## src/saber_pkg.sv

```systemverilog
package saber_pkg;

    // block table geometry
    localparam int NUM_BLOCKS = 16;
    localparam int BLOCK_ID_W = 4;

    // coordinate widths, x and y in pixels, z in depth units
    localparam int POS_W   = 12;
    localparam int DEPTH_W = 14;

    // judging thresholds
    localparam int MOVE_THRESHOLD = 32;
    localparam int SABER_REACH    = 64;
    localparam int SLICE_DEPTH    = 500;
    localparam int BLOCK_SPEED    = 100;

    // scoring
    localparam int SLICE_POINTS = 10;
    localparam int SCORE_W      = 20;
    localparam int COUNT_W      = 8;

    // swing and cut direction codes
    localparam int DIR_W = 3;
    localparam logic [DIR_W-1:0] DIR_UP    = 3'd0;
    localparam logic [DIR_W-1:0] DIR_RIGHT = 3'd1;
    localparam logic [DIR_W-1:0] DIR_DOWN  = 3'd2;
    localparam logic [DIR_W-1:0] DIR_LEFT  = 3'd3;
    // only a note carries DIR_ANY, only a hand reports DIR_NONE
    localparam logic [DIR_W-1:0] DIR_ANY   = 3'd4;
    localparam logic [DIR_W-1:0] DIR_NONE  = 3'd5;

    // descriptor word, bit 7 picks the view (0 note, 1 obstacle)
    typedef union packed {
        struct packed {
            logic             kind;
            logic             color;
            logic [DIR_W-1:0] dir;
            logic [2:0]       spare;
        } note;
        struct packed {
            logic       kind;
            // half extent in units of 4 pixels
            logic [6:0] half_width;
        } obst;
    } block_word_u;

endpackage

```

## src/saber_motion.sv

```systemverilog
`timescale 1ns/1ps

module saber_motion
    import saber_pkg::*;
(
    input  wire              clk_in,
    input  wire              rst_in,
    input  wire              frame_strobe,
    input  wire  [POS_W-1:0] tip_x,
    input  wire  [POS_W-1:0] tip_y,
    output logic [DIR_W-1:0] direction,
    output logic [POS_W-1:0] cur_x,
    output logic [POS_W-1:0] cur_y
);

    // one extra bit so the difference of two unsigned positions stays signed
    logic signed [POS_W:0] dx;
    logic signed [POS_W:0] dy;
    logic        [POS_W:0] adx;
    logic        [POS_W:0] ady;
    logic  [DIR_W-1:0]     next_dir;

    assign dx  = $signed({1'b0, tip_x}) - $signed({1'b0, cur_x});
    assign dy  = $signed({1'b0, tip_y}) - $signed({1'b0, cur_y});
    assign adx = dx[POS_W] ? -dx : dx;
    assign ady = dy[POS_W] ? -dy : dy;

    // the dominant axis wins, a tie between axes counts as no swing
    always_comb begin
        if (adx >= MOVE_THRESHOLD && adx > ady) begin
            next_dir = dx[POS_W] ? DIR_LEFT : DIR_RIGHT;
        end else if (ady >= MOVE_THRESHOLD && ady > adx) begin
            // screen y grows downward
            next_dir = dy[POS_W] ? DIR_UP : DIR_DOWN;
        end else begin
            next_dir = DIR_NONE;
        end
    end

    always_ff @(posedge clk_in) begin
        if (rst_in) begin
            direction <= DIR_NONE;
            cur_x     <= '0;
            cur_y     <= '0;
        end else if (frame_strobe) begin
            direction <= next_dir;
            cur_x     <= tip_x;
            cur_y     <= tip_y;
        end
    end

endmodule

```

## src/block_scanner.sv

```systemverilog
`timescale 1ns/1ps

module block_scanner
    import saber_pkg::*;
(
    input  wire                   clk_in,
    input  wire                   rst_in,
    input  wire                   frame_strobe,
    input  wire                   load_valid,
    input  wire  [BLOCK_ID_W-1:0] load_index,
    input  wire  [POS_W-1:0]      load_x,
    input  wire  [POS_W-1:0]      load_y,
    input  wire  [DEPTH_W-1:0]    load_z,
    input  block_word_u           load_word,
    input  wire                   block_retire,
    input  wire  [BLOCK_ID_W-1:0] result_id,
    output logic                  blk_valid,
    output logic [BLOCK_ID_W-1:0] blk_id,
    output logic [POS_W-1:0]      blk_x,
    output logic [POS_W-1:0]      blk_y,
    output logic [DEPTH_W-1:0]    blk_z,
    output block_word_u           blk_word,
    output logic                  scan_busy
);

    // block table
    logic [POS_W-1:0]      mem_x    [NUM_BLOCKS];
    logic [POS_W-1:0]      mem_y    [NUM_BLOCKS];
    logic [DEPTH_W-1:0]    mem_z    [NUM_BLOCKS];
    block_word_u           mem_word [NUM_BLOCKS];
    logic [NUM_BLOCKS-1:0] live;

    // counts N presentation cycles plus two tail cycles for the last verdict
    logic [BLOCK_ID_W:0]   scan_cnt;
    logic [BLOCK_ID_W-1:0] scan_idx;
    logic                  presenting;
    logic [DEPTH_W-1:0]    next_z;

    assign scan_idx   = scan_cnt[BLOCK_ID_W-1:0];
    assign presenting = scan_busy && (scan_cnt < NUM_BLOCKS);

    // one step toward the player, stopping at the player plane
    assign next_z = (mem_z[scan_idx] > DEPTH_W'(BLOCK_SPEED))
                  ? mem_z[scan_idx] - DEPTH_W'(BLOCK_SPEED)
                  : '0;

    always_ff @(posedge clk_in) begin
        if (rst_in) begin
            scan_busy <= 1'b0;
            scan_cnt  <= '0;
            blk_valid <= 1'b0;
            live      <= '0;
        end else begin
            blk_valid <= presenting && live[scan_idx];

            if (frame_strobe) begin
                scan_busy <= 1'b1;
                scan_cnt  <= '0;
            end else if (scan_busy) begin
                // last retire lands in the cycle where the count reads N+1
                if (scan_cnt == (BLOCK_ID_W + 1)'(NUM_BLOCKS + 1)) begin
                    scan_busy <= 1'b0;
                end
                scan_cnt <= scan_cnt + 1'b1;
            end

            if (load_valid) begin
                live[load_index] <= 1'b1;
            end
            // retires arrive one cycle behind the scan and may overlap it
            if (block_retire) begin
                live[result_id] <= 1'b0;
            end
        end
    end

    // table contents and presented entry
    always_ff @(posedge clk_in) begin
        if (load_valid) begin
            mem_x[load_index]    <= load_x;
            mem_y[load_index]    <= load_y;
            mem_z[load_index]    <= load_z;
            mem_word[load_index] <= load_word;
        end
        if (presenting) begin
            if (live[scan_idx]) begin
                mem_z[scan_idx] <= next_z;
            end
            blk_id   <= scan_idx;
            blk_x    <= mem_x[scan_idx];
            blk_y    <= mem_y[scan_idx];
            blk_z    <= next_z;
            blk_word <= mem_word[scan_idx];
        end
    end

    // host side must wait for the scan to finish
    a_no_host_while_busy: assert property (
        @(posedge clk_in) disable iff (rst_in)
        scan_busy |-> !load_valid && !frame_strobe
    );

    // the judge only retires entries that were presented as live
    a_retire_live: assert property (
        @(posedge clk_in) disable iff (rst_in)
        block_retire |-> live[result_id]
    );

endmodule

```

## src/state_processor.sv

```systemverilog
`timescale 1ns/1ps

module state_processor
    import saber_pkg::*;
(
    input  wire                   clk_in,
    input  wire                   rst_in,
    input  wire                   frame_strobe,
    input  wire  [DIR_W-1:0]      left_dir,
    input  wire  [DIR_W-1:0]      right_dir,
    input  wire  [POS_W-1:0]      left_x,
    input  wire  [POS_W-1:0]      left_y,
    input  wire  [POS_W-1:0]      right_x,
    input  wire  [POS_W-1:0]      right_y,
    input  wire  [POS_W-1:0]      head_x,
    input  wire  [POS_W-1:0]      head_y,
    input  wire                   blk_valid,
    input  wire  [BLOCK_ID_W-1:0] blk_id,
    input  wire  [POS_W-1:0]      blk_x,
    input  wire  [POS_W-1:0]      blk_y,
    input  wire  [DEPTH_W-1:0]    blk_z,
    input  block_word_u           blk_word,
    output logic                  block_sliced,
    output logic                  block_missed,
    output logic                  obstacle_hit,
    output logic                  block_retire,
    output logic [BLOCK_ID_W-1:0] result_id
);

    function automatic logic [POS_W-1:0] abs_diff(input logic [POS_W-1:0] a,
                                                   input logic [POS_W-1:0] b);
        return (a >= b) ? a - b : b - a;
    endfunction

    // hand picked by the note color, 0 is left
    logic [DIR_W-1:0] hand_dir;
    logic [POS_W-1:0] hand_x;
    logic [POS_W-1:0] hand_y;
    logic             hand_done;
    logic             left_done;
    logic             right_done;

    logic             is_note;
    logic             in_depth;
    logic             at_end;
    logic             dir_match;
    logic             tip_near;
    logic             head_near;
    logic [POS_W-1:0] obst_reach;
    logic             slice_now;
    logic             miss_now;
    logic             hit_now;

    assign hand_dir  = blk_word.note.color ? right_dir  : left_dir;
    assign hand_x    = blk_word.note.color ? right_x    : left_x;
    assign hand_y    = blk_word.note.color ? right_y    : left_y;
    assign hand_done = blk_word.note.color ? right_done : left_done;

    assign is_note  = !blk_word.note.kind;
    assign in_depth = blk_z <= SLICE_DEPTH;
    assign at_end   = blk_z == '0;

    // a still saber never cuts, not even a DIR_ANY note
    assign dir_match = hand_dir != DIR_NONE &&
                       (hand_dir == blk_word.note.dir || blk_word.note.dir == DIR_ANY);
    assign tip_near  = abs_diff(blk_x, hand_x) <= SABER_REACH &&
                       abs_diff(blk_y, hand_y) <= SABER_REACH;

    assign obst_reach = POS_W'({blk_word.obst.half_width, 2'b00});
    assign head_near  = abs_diff(blk_x, head_x) <= obst_reach &&
                        abs_diff(blk_y, head_y) <= obst_reach;

    assign slice_now = blk_valid && is_note && in_depth && tip_near && dir_match && !hand_done;
    assign miss_now  = blk_valid && is_note && !slice_now && at_end;
    // an obstacle at the player plane leaves without a hit
    assign hit_now   = blk_valid && !is_note && in_depth && !at_end && head_near;

    always_ff @(posedge clk_in) begin
        if (rst_in) begin
            block_sliced <= 1'b0;
            block_missed <= 1'b0;
            obstacle_hit <= 1'b0;
            block_retire <= 1'b0;
            left_done    <= 1'b0;
            right_done   <= 1'b0;
        end else begin
            block_sliced <= slice_now;
            block_missed <= miss_now;
            obstacle_hit <= hit_now;
            block_retire <= slice_now || miss_now || (blk_valid && !is_note && at_end);

            // one slice per hand per frame
            if (frame_strobe) begin
                left_done  <= 1'b0;
                right_done <= 1'b0;
            end else if (slice_now) begin
                if (blk_word.note.color) begin
                    right_done <= 1'b1;
                end else begin
                    left_done <= 1'b1;
                end
            end
        end
    end

    always_ff @(posedge clk_in) begin
        if (blk_valid) begin
            result_id <= blk_id;
        end
    end

    a_one_note_verdict: assert property (
        @(posedge clk_in) disable iff (rst_in)
        block_sliced |-> !block_missed
    );

endmodule

```

## src/score_keeper.sv

```systemverilog
`timescale 1ns/1ps

module score_keeper
    import saber_pkg::*;
(
    input  wire                clk_in,
    input  wire                rst_in,
    input  wire                block_sliced,
    input  wire                block_missed,
    input  wire                obstacle_hit,
    output logic [SCORE_W-1:0] score,
    output logic [COUNT_W-1:0] combo,
    output logic [COUNT_W-1:0] miss_count
);

    // multiplier is a power of two, kept as a shift amount
    logic [1:0]         mult_shift;
    logic [SCORE_W-1:0] slice_gain;

    // multiplier from the combo before this slice is counted
    always_comb begin
        if (combo < 8) begin
            mult_shift = 2'd0;
        end else if (combo < 16) begin
            mult_shift = 2'd1;
        end else if (combo < 32) begin
            mult_shift = 2'd2;
        end else begin
            mult_shift = 2'd3;
        end
    end

    assign slice_gain = SCORE_W'(SLICE_POINTS) << mult_shift;

    always_ff @(posedge clk_in) begin
        if (rst_in) begin
            score      <= '0;
            combo      <= '0;
            miss_count <= '0;
        end else if (block_missed) begin
            combo <= '0;
            if (miss_count != '1) begin
                miss_count <= miss_count + 1'b1;
            end
        end else if (obstacle_hit) begin
            combo <= '0;
        end else if (block_sliced) begin
            score <= score + slice_gain;
            // combo holds at full scale
            if (combo != '1) begin
                combo <= combo + 1'b1;
            end
        end
    end

endmodule

```

## src/slice_judge_top.sv

```systemverilog
`timescale 1ns/1ps

module slice_judge_top
    import saber_pkg::*;
(
    input  wire                   clk_in,
    input  wire                   rst_in,
    input  wire                   load_valid,
    input  wire  [BLOCK_ID_W-1:0] load_index,
    input  wire  [POS_W-1:0]      load_x,
    input  wire  [POS_W-1:0]      load_y,
    input  wire  [DEPTH_W-1:0]    load_z,
    input  block_word_u           load_word,
    input  wire                   frame_strobe,
    input  wire  [POS_W-1:0]      left_tip_x,
    input  wire  [POS_W-1:0]      left_tip_y,
    input  wire  [POS_W-1:0]      right_tip_x,
    input  wire  [POS_W-1:0]      right_tip_y,
    input  wire  [POS_W-1:0]      head_x,
    input  wire  [POS_W-1:0]      head_y,
    output logic                  block_sliced,
    output logic                  block_missed,
    output logic                  obstacle_hit,
    output logic [BLOCK_ID_W-1:0] result_id,
    output logic                  scan_busy,
    output logic [SCORE_W-1:0]    score,
    output logic [COUNT_W-1:0]    combo,
    output logic [COUNT_W-1:0]    miss_count
);

    // saber state, latched per frame
    logic [DIR_W-1:0]      left_dir;
    logic [DIR_W-1:0]      right_dir;
    logic [POS_W-1:0]      left_x;
    logic [POS_W-1:0]      left_y;
    logic [POS_W-1:0]      right_x;
    logic [POS_W-1:0]      right_y;

    // entry under judgment
    logic                  blk_valid;
    logic [BLOCK_ID_W-1:0] blk_id;
    logic [POS_W-1:0]      blk_x;
    logic [POS_W-1:0]      blk_y;
    logic [DEPTH_W-1:0]    blk_z;
    block_word_u           blk_word;
    logic                  block_retire;

    saber_motion u_left_saber (
        .clk_in, .rst_in, .frame_strobe,
        .tip_x(left_tip_x), .tip_y(left_tip_y),
        .direction(left_dir), .cur_x(left_x), .cur_y(left_y)
    );

    saber_motion u_right_saber (
        .clk_in, .rst_in, .frame_strobe,
        .tip_x(right_tip_x), .tip_y(right_tip_y),
        .direction(right_dir), .cur_x(right_x), .cur_y(right_y)
    );

    block_scanner u_scanner (
        .clk_in, .rst_in, .frame_strobe,
        .load_valid, .load_index, .load_x, .load_y, .load_z, .load_word,
        .block_retire, .result_id,
        .blk_valid, .blk_id, .blk_x, .blk_y, .blk_z, .blk_word,
        .scan_busy
    );

    state_processor u_processor (
        .clk_in, .rst_in, .frame_strobe,
        .left_dir, .right_dir, .left_x, .left_y, .right_x, .right_y,
        .head_x, .head_y,
        .blk_valid, .blk_id, .blk_x, .blk_y, .blk_z, .blk_word,
        .block_sliced, .block_missed, .obstacle_hit, .block_retire, .result_id
    );

    score_keeper u_score (
        .clk_in, .rst_in,
        .block_sliced, .block_missed, .obstacle_hit,
        .score, .combo, .miss_count
    );

endmodule

```

## config.mk

```make
export PLATFORM = sky130hd
export DESIGN_NAME = slice_judge_top
export DESIGN_NICKNAME = d
export VERILOG_FILES = /design/src/saber_pkg.sv /design/src/saber_motion.sv /design/src/block_scanner.sv /design/src/state_processor.sv /design/src/score_keeper.sv /design/src/slice_judge_top.sv
export SDC_FILE = /design/constraint.sdc
export NUM_CORES = 2
export LEC_CHECK = 0
export BUFFER_PORTS_ARGS = -buffer_cell sky130_fd_sc_hd__buf_2
export CORE_ASPECT_RATIO = 1.2
export CORE_MARGIN = 2
export CORE_UTILIZATION = 32
export DETAILED_ROUTE_END_ITERATION = 12
export SLEW_MARGIN = 10
export SYNTH_ARGS = -nofsm -noshare
export SYNTH_HDL_FRONTEND = slang
export SYNTH_SLANG_ARGS = --single-unit
```

## constraint.sdc

```tcl
create_clock -name clk_in -period 7 [get_ports clk_in]
set_input_delay 1.4 -clock clk_in [delete_from_list [all_inputs] [get_ports clk_in]]
set_output_delay 1.4 -clock clk_in [all_outputs]
set_load 0.01 [all_outputs]
```

# Word-level counts from Yosys, hierarchy flattened
# Memory sizes are Yosys's and may differ from the RTL's. A register that Yosys moved wholly into a read port is not among the register bits.
# Index checks and enable logic that the tools add are counted.
# totals
register_bits,141
n_memories,4
mem_bits_rw,736
# memory_table
name,depth,word_bits,read_ports,rd_clocked_by_memory_dff,wr,line_no,text
u_scanner.mem_z,16,14,1,1,2,block_scanner.sv:29,logic [DEPTH_W-1:0] mem_z [NUM_BLOCKS];
u_scanner.mem_x,16,12,1,1,1,block_scanner.sv:27,logic [POS_W-1:0] mem_x [NUM_BLOCKS];
u_scanner.mem_y,16,12,1,1,1,block_scanner.sv:28,logic [POS_W-1:0] mem_y [NUM_BLOCKS];
u_scanner.mem_word,16,8,1,1,1,block_scanner.sv:30,block_word_u mem_word [NUM_BLOCKS];
# op_classes
n_mux,43
bitwise_logic,6
n_addsub,21
shift,1
n_reduce_logical,38
order_cmp,27
n_eq_ne,6
# op_table
operator,count
subtractor 12 bit,8
two-way mux 12 bit,6
"greater-or-equal comparator 13 x 6 -> 1 bit, second input constant",4
greater-than comparator 13 bit,4
two-way mux 13 bit,4
negation 13 bit,4
subtractor 12 x 12 -> 13 bit,4
greater-or-equal comparator 12 bit,4
two-way mux 16 bit,3
"<= comparator 12 x 7 -> 1 bit, second input constant",2
<= comparator 12 x 9 -> 1 bit,2
logical AND 1 bit,23
adder 20 bit,1
"left shift 4 x 2 -> 20 bit, first input constant",1
"adder 8 x 1 -> 8 bit, second input constant",2
bitwise AND 16 bit,1
"inequality test 8 bit, second input constant",2
NOT 16 bit,1
OR 16 bit,1
"< comparator 4 x 5 -> 1 bit, second input constant",3
two-way mux 3 bit,5
"greater-than comparator 14 x 7 -> 1 bit, second input constant",1
"<= comparator 14 x 9 -> 1 bit, second input constant",1
zero test 14 bit,1
other kinds (24),54

# Logic depth before layout (Yosys ltp)
# depth
depth_word,13
mapped_depth,25
mapped_depth_nobuf,24

# Modules after synthesis
# From an unflattened synthesis, not the netlist that was laid out.
# hier_totals
cells_unflattened,3574
area_unflattened_um2,47214.0
# by_module_without_submodules
mod,cells_per_inst,seq_area_each_um2,instances,area_per_inst_um2
block_scanner,1816,24143.2,1,33487.1
state_processor,705,240.2,1,5212.5
saber_motion (u_right_saber),432,540.5,1,3358.2
saber_motion (u_left_saber),395,540.5,1,3170.5
score_keeper,226,700.7,1,1985.7

# Least setup slack after synthesis
# No wires, ideal clock.
# synth_timing
path_type,input to register
startpoint,in head_y[1]
endpoint,reg u_processor.obstacle_hit
arrival_ns,5.379
path_slack_ns,1.530
required_ns,6.909
cell_stages,25
setup_ns,0.091
path_cell_list,inv_1 ha_1 nor2b_1 o21ai_1 a21boi_0 o41ai_1 o22ai_1 o41ai_2 clkbuf_1 mux2i_1 a221oi_1 xnor2_1 ha_1 nor2b_1 o21ai_0 nand2b_1 a21oi_1 nor2b_1 o21ai_0 nand2b_1 a21oi_1 a41oi_1 nor4_1 o2111ai_1 a311oi_1
# synth_between
elab_chain_len,5
elab_cells_between_ends,7
cone_classes,add/sub: 2; order compare: 2; mux: 1; reduce/logical: 2
# synth_rtl
element,line_no,text
"start, declared",slice_judge_top.sv:20,"input wire [POS_W-1:0] head_y,"
subtractor 12 bit or greater-or-equal comparator 12 bit (tied branches),state_processor.sv:32,return (a >= b) ? a - b : b - a;
two-way mux 12 bit *,state_processor.sv:32,
<= comparator 12 x 9 -> 1 bit (implied by the code) *,state_processor.sv:71,"abs_diff(blk_y, head_y) <= obst_reach;"
logical AND 1 bit *,state_processor.sv:70,"assign head_near = abs_diff(blk_x, head_x) <= obst_reach &&"
logical AND 1 bit *,state_processor.sv:76,assign hit_now = blk_valid && !is_note && in_depth && !at_end && head_near;
"end signal, assigned",state_processor.sv:89,obstacle_hit <= hit_now;
"end, declared",state_processor.sv:25,"output logic obstacle_hit,"
# Every way passes the cells marked *; elsewhere a longest branch is shown, timed or not.
# A chain may end at the register's enable or synchronous reset.

# Final worst setup path
# Same ends and word-level chain as after synthesis.

==> run metrics <==
I/O Buffers=around 170; endpoints failing setup=0; DP Cell Count=5393; num rows=approximately 150; clk sink count=912; CTS buffer count=just over 90; DR vias=between 20000 and 30000; leak pwr=roughly 19 nW; post-synthesis sequential area ratio=roughly 56%; EDFF count, synth=790; Final ANT Viol Nets=0; Global Route Usage Sum=approximately 17%; FMAX=between 150 and 200 MHz; largest net degree at the start of global routing=70; Worst Path Required=7630 ps; met3 WL=approximately 8400 um; initial antenna violation count=38; die area=about 0.15 mm2; Post-route DRC=0; fin crit share=81.1%; Initial Util=~32%; Clock Root Buffer=clkbuf_16; Met1 Wirelength=between 50000 and 60000 um; Via density=approximately 5.3; Worst-path clk slew=roughly 70 ps; Syn Area/Cell=about 14 um2; Final Worst Setup Slack=between 1000 and 1500 ps; Max IR drop VDD=approximately 0.00023 V; Cell variety after synth=81; post-detail-place hpwl=79300 um; main flop type after synthesis=edfxtp_1; fraction of layout cells with a size suffix above 1=20.7%; worst reg2reg path depth=16; Setup WS pre-CTS=~700 ps; I/O pin count=between 150 and 200; grt ovf=0; Worst setup EP type=flip-flop; worst-skew pair later-pin latency=approximately 730 ps; crit path kind=input pin to flip-flop; Layout area overhead=13.2%; post-cts repair resize count=0; DR iter-0 viols=about 2700; Setup Skew=~90 ps; Synthesis Warnings=0; minimum clock period=5680 ps; metal2 WL=61300 um; Finished Layout Cells=about 5600; slew at the pin closest to its max-slew limit=approximately 1100 ps; Detailed Route WL=124000 um; Total Neg Setup Slack=0 ps; deepest clock path buffer count=3; nets=approximately 4000; CP Max Fanout=14; area of the mapped netlist=approximately 0.046 mm2; Rel. slew slack=25.9%; die width=approximately 350 um; outcome=completed; #FFs+latches synth=912; Fin Hold WS=422 ps; CTS H-Tree Depth=3; CP startpoint kind=input pin; total setup buffers inserted after CTS=0; WL/cell=between 20 and 25 um; Async SR Flop Fraction=0%; GP Congestion=approximately 0.87; WP data arrival=around 6300 ps; Hold Crit Class=flip-flop to flip-flop; Core Region=between 0.1 and 0.15 mm2; first-pass GRT wire length=between 150000 and 200000 um; hold buffers post-CTS=0; die height=~420 um; vias in the first global route=29100; RSZ-0062 raised after global routing=no; CTS tree=built; Post-Syn Instances=approximately 3400; worst hold path depth=0; Syn Nets=3745; Pre-Repair DR Iteration Count=6; top layer in use=met5; Pwr Density=~240 mW/mm2; most common cell after layout, fill and taps aside=edfxtp_1; Fin. Hold Viols=0; most frequent cells in the layout=edfxtp_1, nand2_1, mux4_2; max cap viols=0; max-slew violations=0
## flip-flops by register name, summed over array words and instances (netlist names), 14 cells and up, named ones only
signal	flops
u_scanner.mem_word	128
u_scanner.blk_z	14
u_score.score	19
u_scanner.mem_z	224
u_scanner.live	16
u_scanner.mem_x	192
u_scanner.mem_y	192
## power by group
group | switching (W) | leakage [nW] | internal, W | total [W]
combinational | 0.000993 | 8.93 | 0.000716 | 0.00171
sequential | 0.0000723 | 8.16 | 0.00603 | 0.00610
clock | 0.00219 | 1.41 | 0.00264 | 0.00483
total | 0.00326 | 18.5 | 0.00938 | 0.0126
## path summary, 6_finish.rpt
kind / from / to / slack, ps
worst max-delay path: head_y[1] / u_processor.obstacle_hit$_SDFF_PP0_ / 1320
worst min-delay path: u_scanner.blk_id[2]$_DFFE_PP_ / u_processor.result_id[2]$_DFFE_PP_ / 420
worst max register to register: u_scanner.blk_word[6]$_DFFE_PP_ / u_processor.block_missed$_SDFF_PP0_ / 1530
worst min register to register: u_scanner.blk_id[2]$_DFFE_PP_ / u_processor.result_id[2]$_DFFE_PP_ / 420
## synthesized netlist by cell type (19+ instances only)
cell type	n	area share (%)
edfxtp_1	790	51
xnor2_1	68	1.3
a21o_1	43	0.70
ha_1	196	5.3
a21boi_0	24	0.39
buf_2	21	0.23
mux4_2	235	11
buf_1	32	0.26
nand3_1	45	0.49
nand2_1	266	2.2
nand2b_1	32	0.43
xor2_1	60	1.1
clkbuf_1	132	1.1
nor2b_1	47	0.63
inv_1	164	1.3
dfxtp_1	122	5.3
mux2i_1	83	1.8
a211oi_1	25	0.41
a21oi_1	114	1.2
mux2_2	92	2.2
nor2_1	212	1.7
nor3_1	50	0.54
o21ai_0	100	1.1
o31ai_1	136	2.2
and3_1	24	0.32
or3_1	19	0.26
o21a_1	28	0.45
nand4_1	26	0.35
## critical path, stage by stage
cell and delay (ps):
buf_2 110, inv_1 50, ha_1 320, nor2b_1 140, o21ai_1 160, a21boi_0 130, o41ai_1 570, o22ai_1 260
o41ai_2 240, buf_4 270, mux2_2 380, xor2_1 150, ha_1 280, nor2b_1 130, o21ai_0 140, nand2b_1 80
a21oi_1 150, nor2b_1 70, o21ai_0 160, nand2b_1 80, a21oi_1 140, a41oi_1 80, nor4_1 400, o2111ai_1 180
a311oi_1 230
## kinds of logic (layout without fill, tap and decap cells)
| family | after synthesis | after routing | synth area share [%] |
|---|---|---|---|
| AOI/OAI and AO/OA | 611 | 611 | 8.99 |
| DFF | 912 | 912 | 56.5 |
| and+or+nand+nor | 795 | 795 | 8.09 |
| adders and majority gates | 202 | 202 | 5.53 |
| buffers and inverters | 359 | 572 | 3.05 |
| xor gates and xnor gates | 128 | 128 | 2.42 |
| other | 1 | 6 | 0.00809 |
| muxes | 410 | 410 | 15.5 |
## through the flow
step	area, um2	utilization [%]	power, W
floorplan	46300	-	0.00745
global placement	49500	34.5	0.00789
detailed placement	49500	34.5	0.00792
finish	52500	36.6	0.0126
global route	52500	36.6	0.0131
CTS	52400	36.6	0.0128
## area by class of cell
class / count / area [um2]
antenna: 5 / 12.5
timing repair buffer: 245 / 1440
clock inverter: 59 / 593
multi-input combinational: 2147 / 18900
sequential: 912 / 26200
clock buffer: 104 / 2330
tap: 1925 / 2410
fill: 13700 / 90900
inverter: 164 / 616
## per-layer routing
layer / GRT usage [%] / vias to the layer above
li1: - / 13400
met1: 21.3 / 14800
met2: 28.2 / 933
met3: 3.23 / 244
met4: 5.01 / 40
met5: 0 / -
Power figures use the tool's default switching activity.
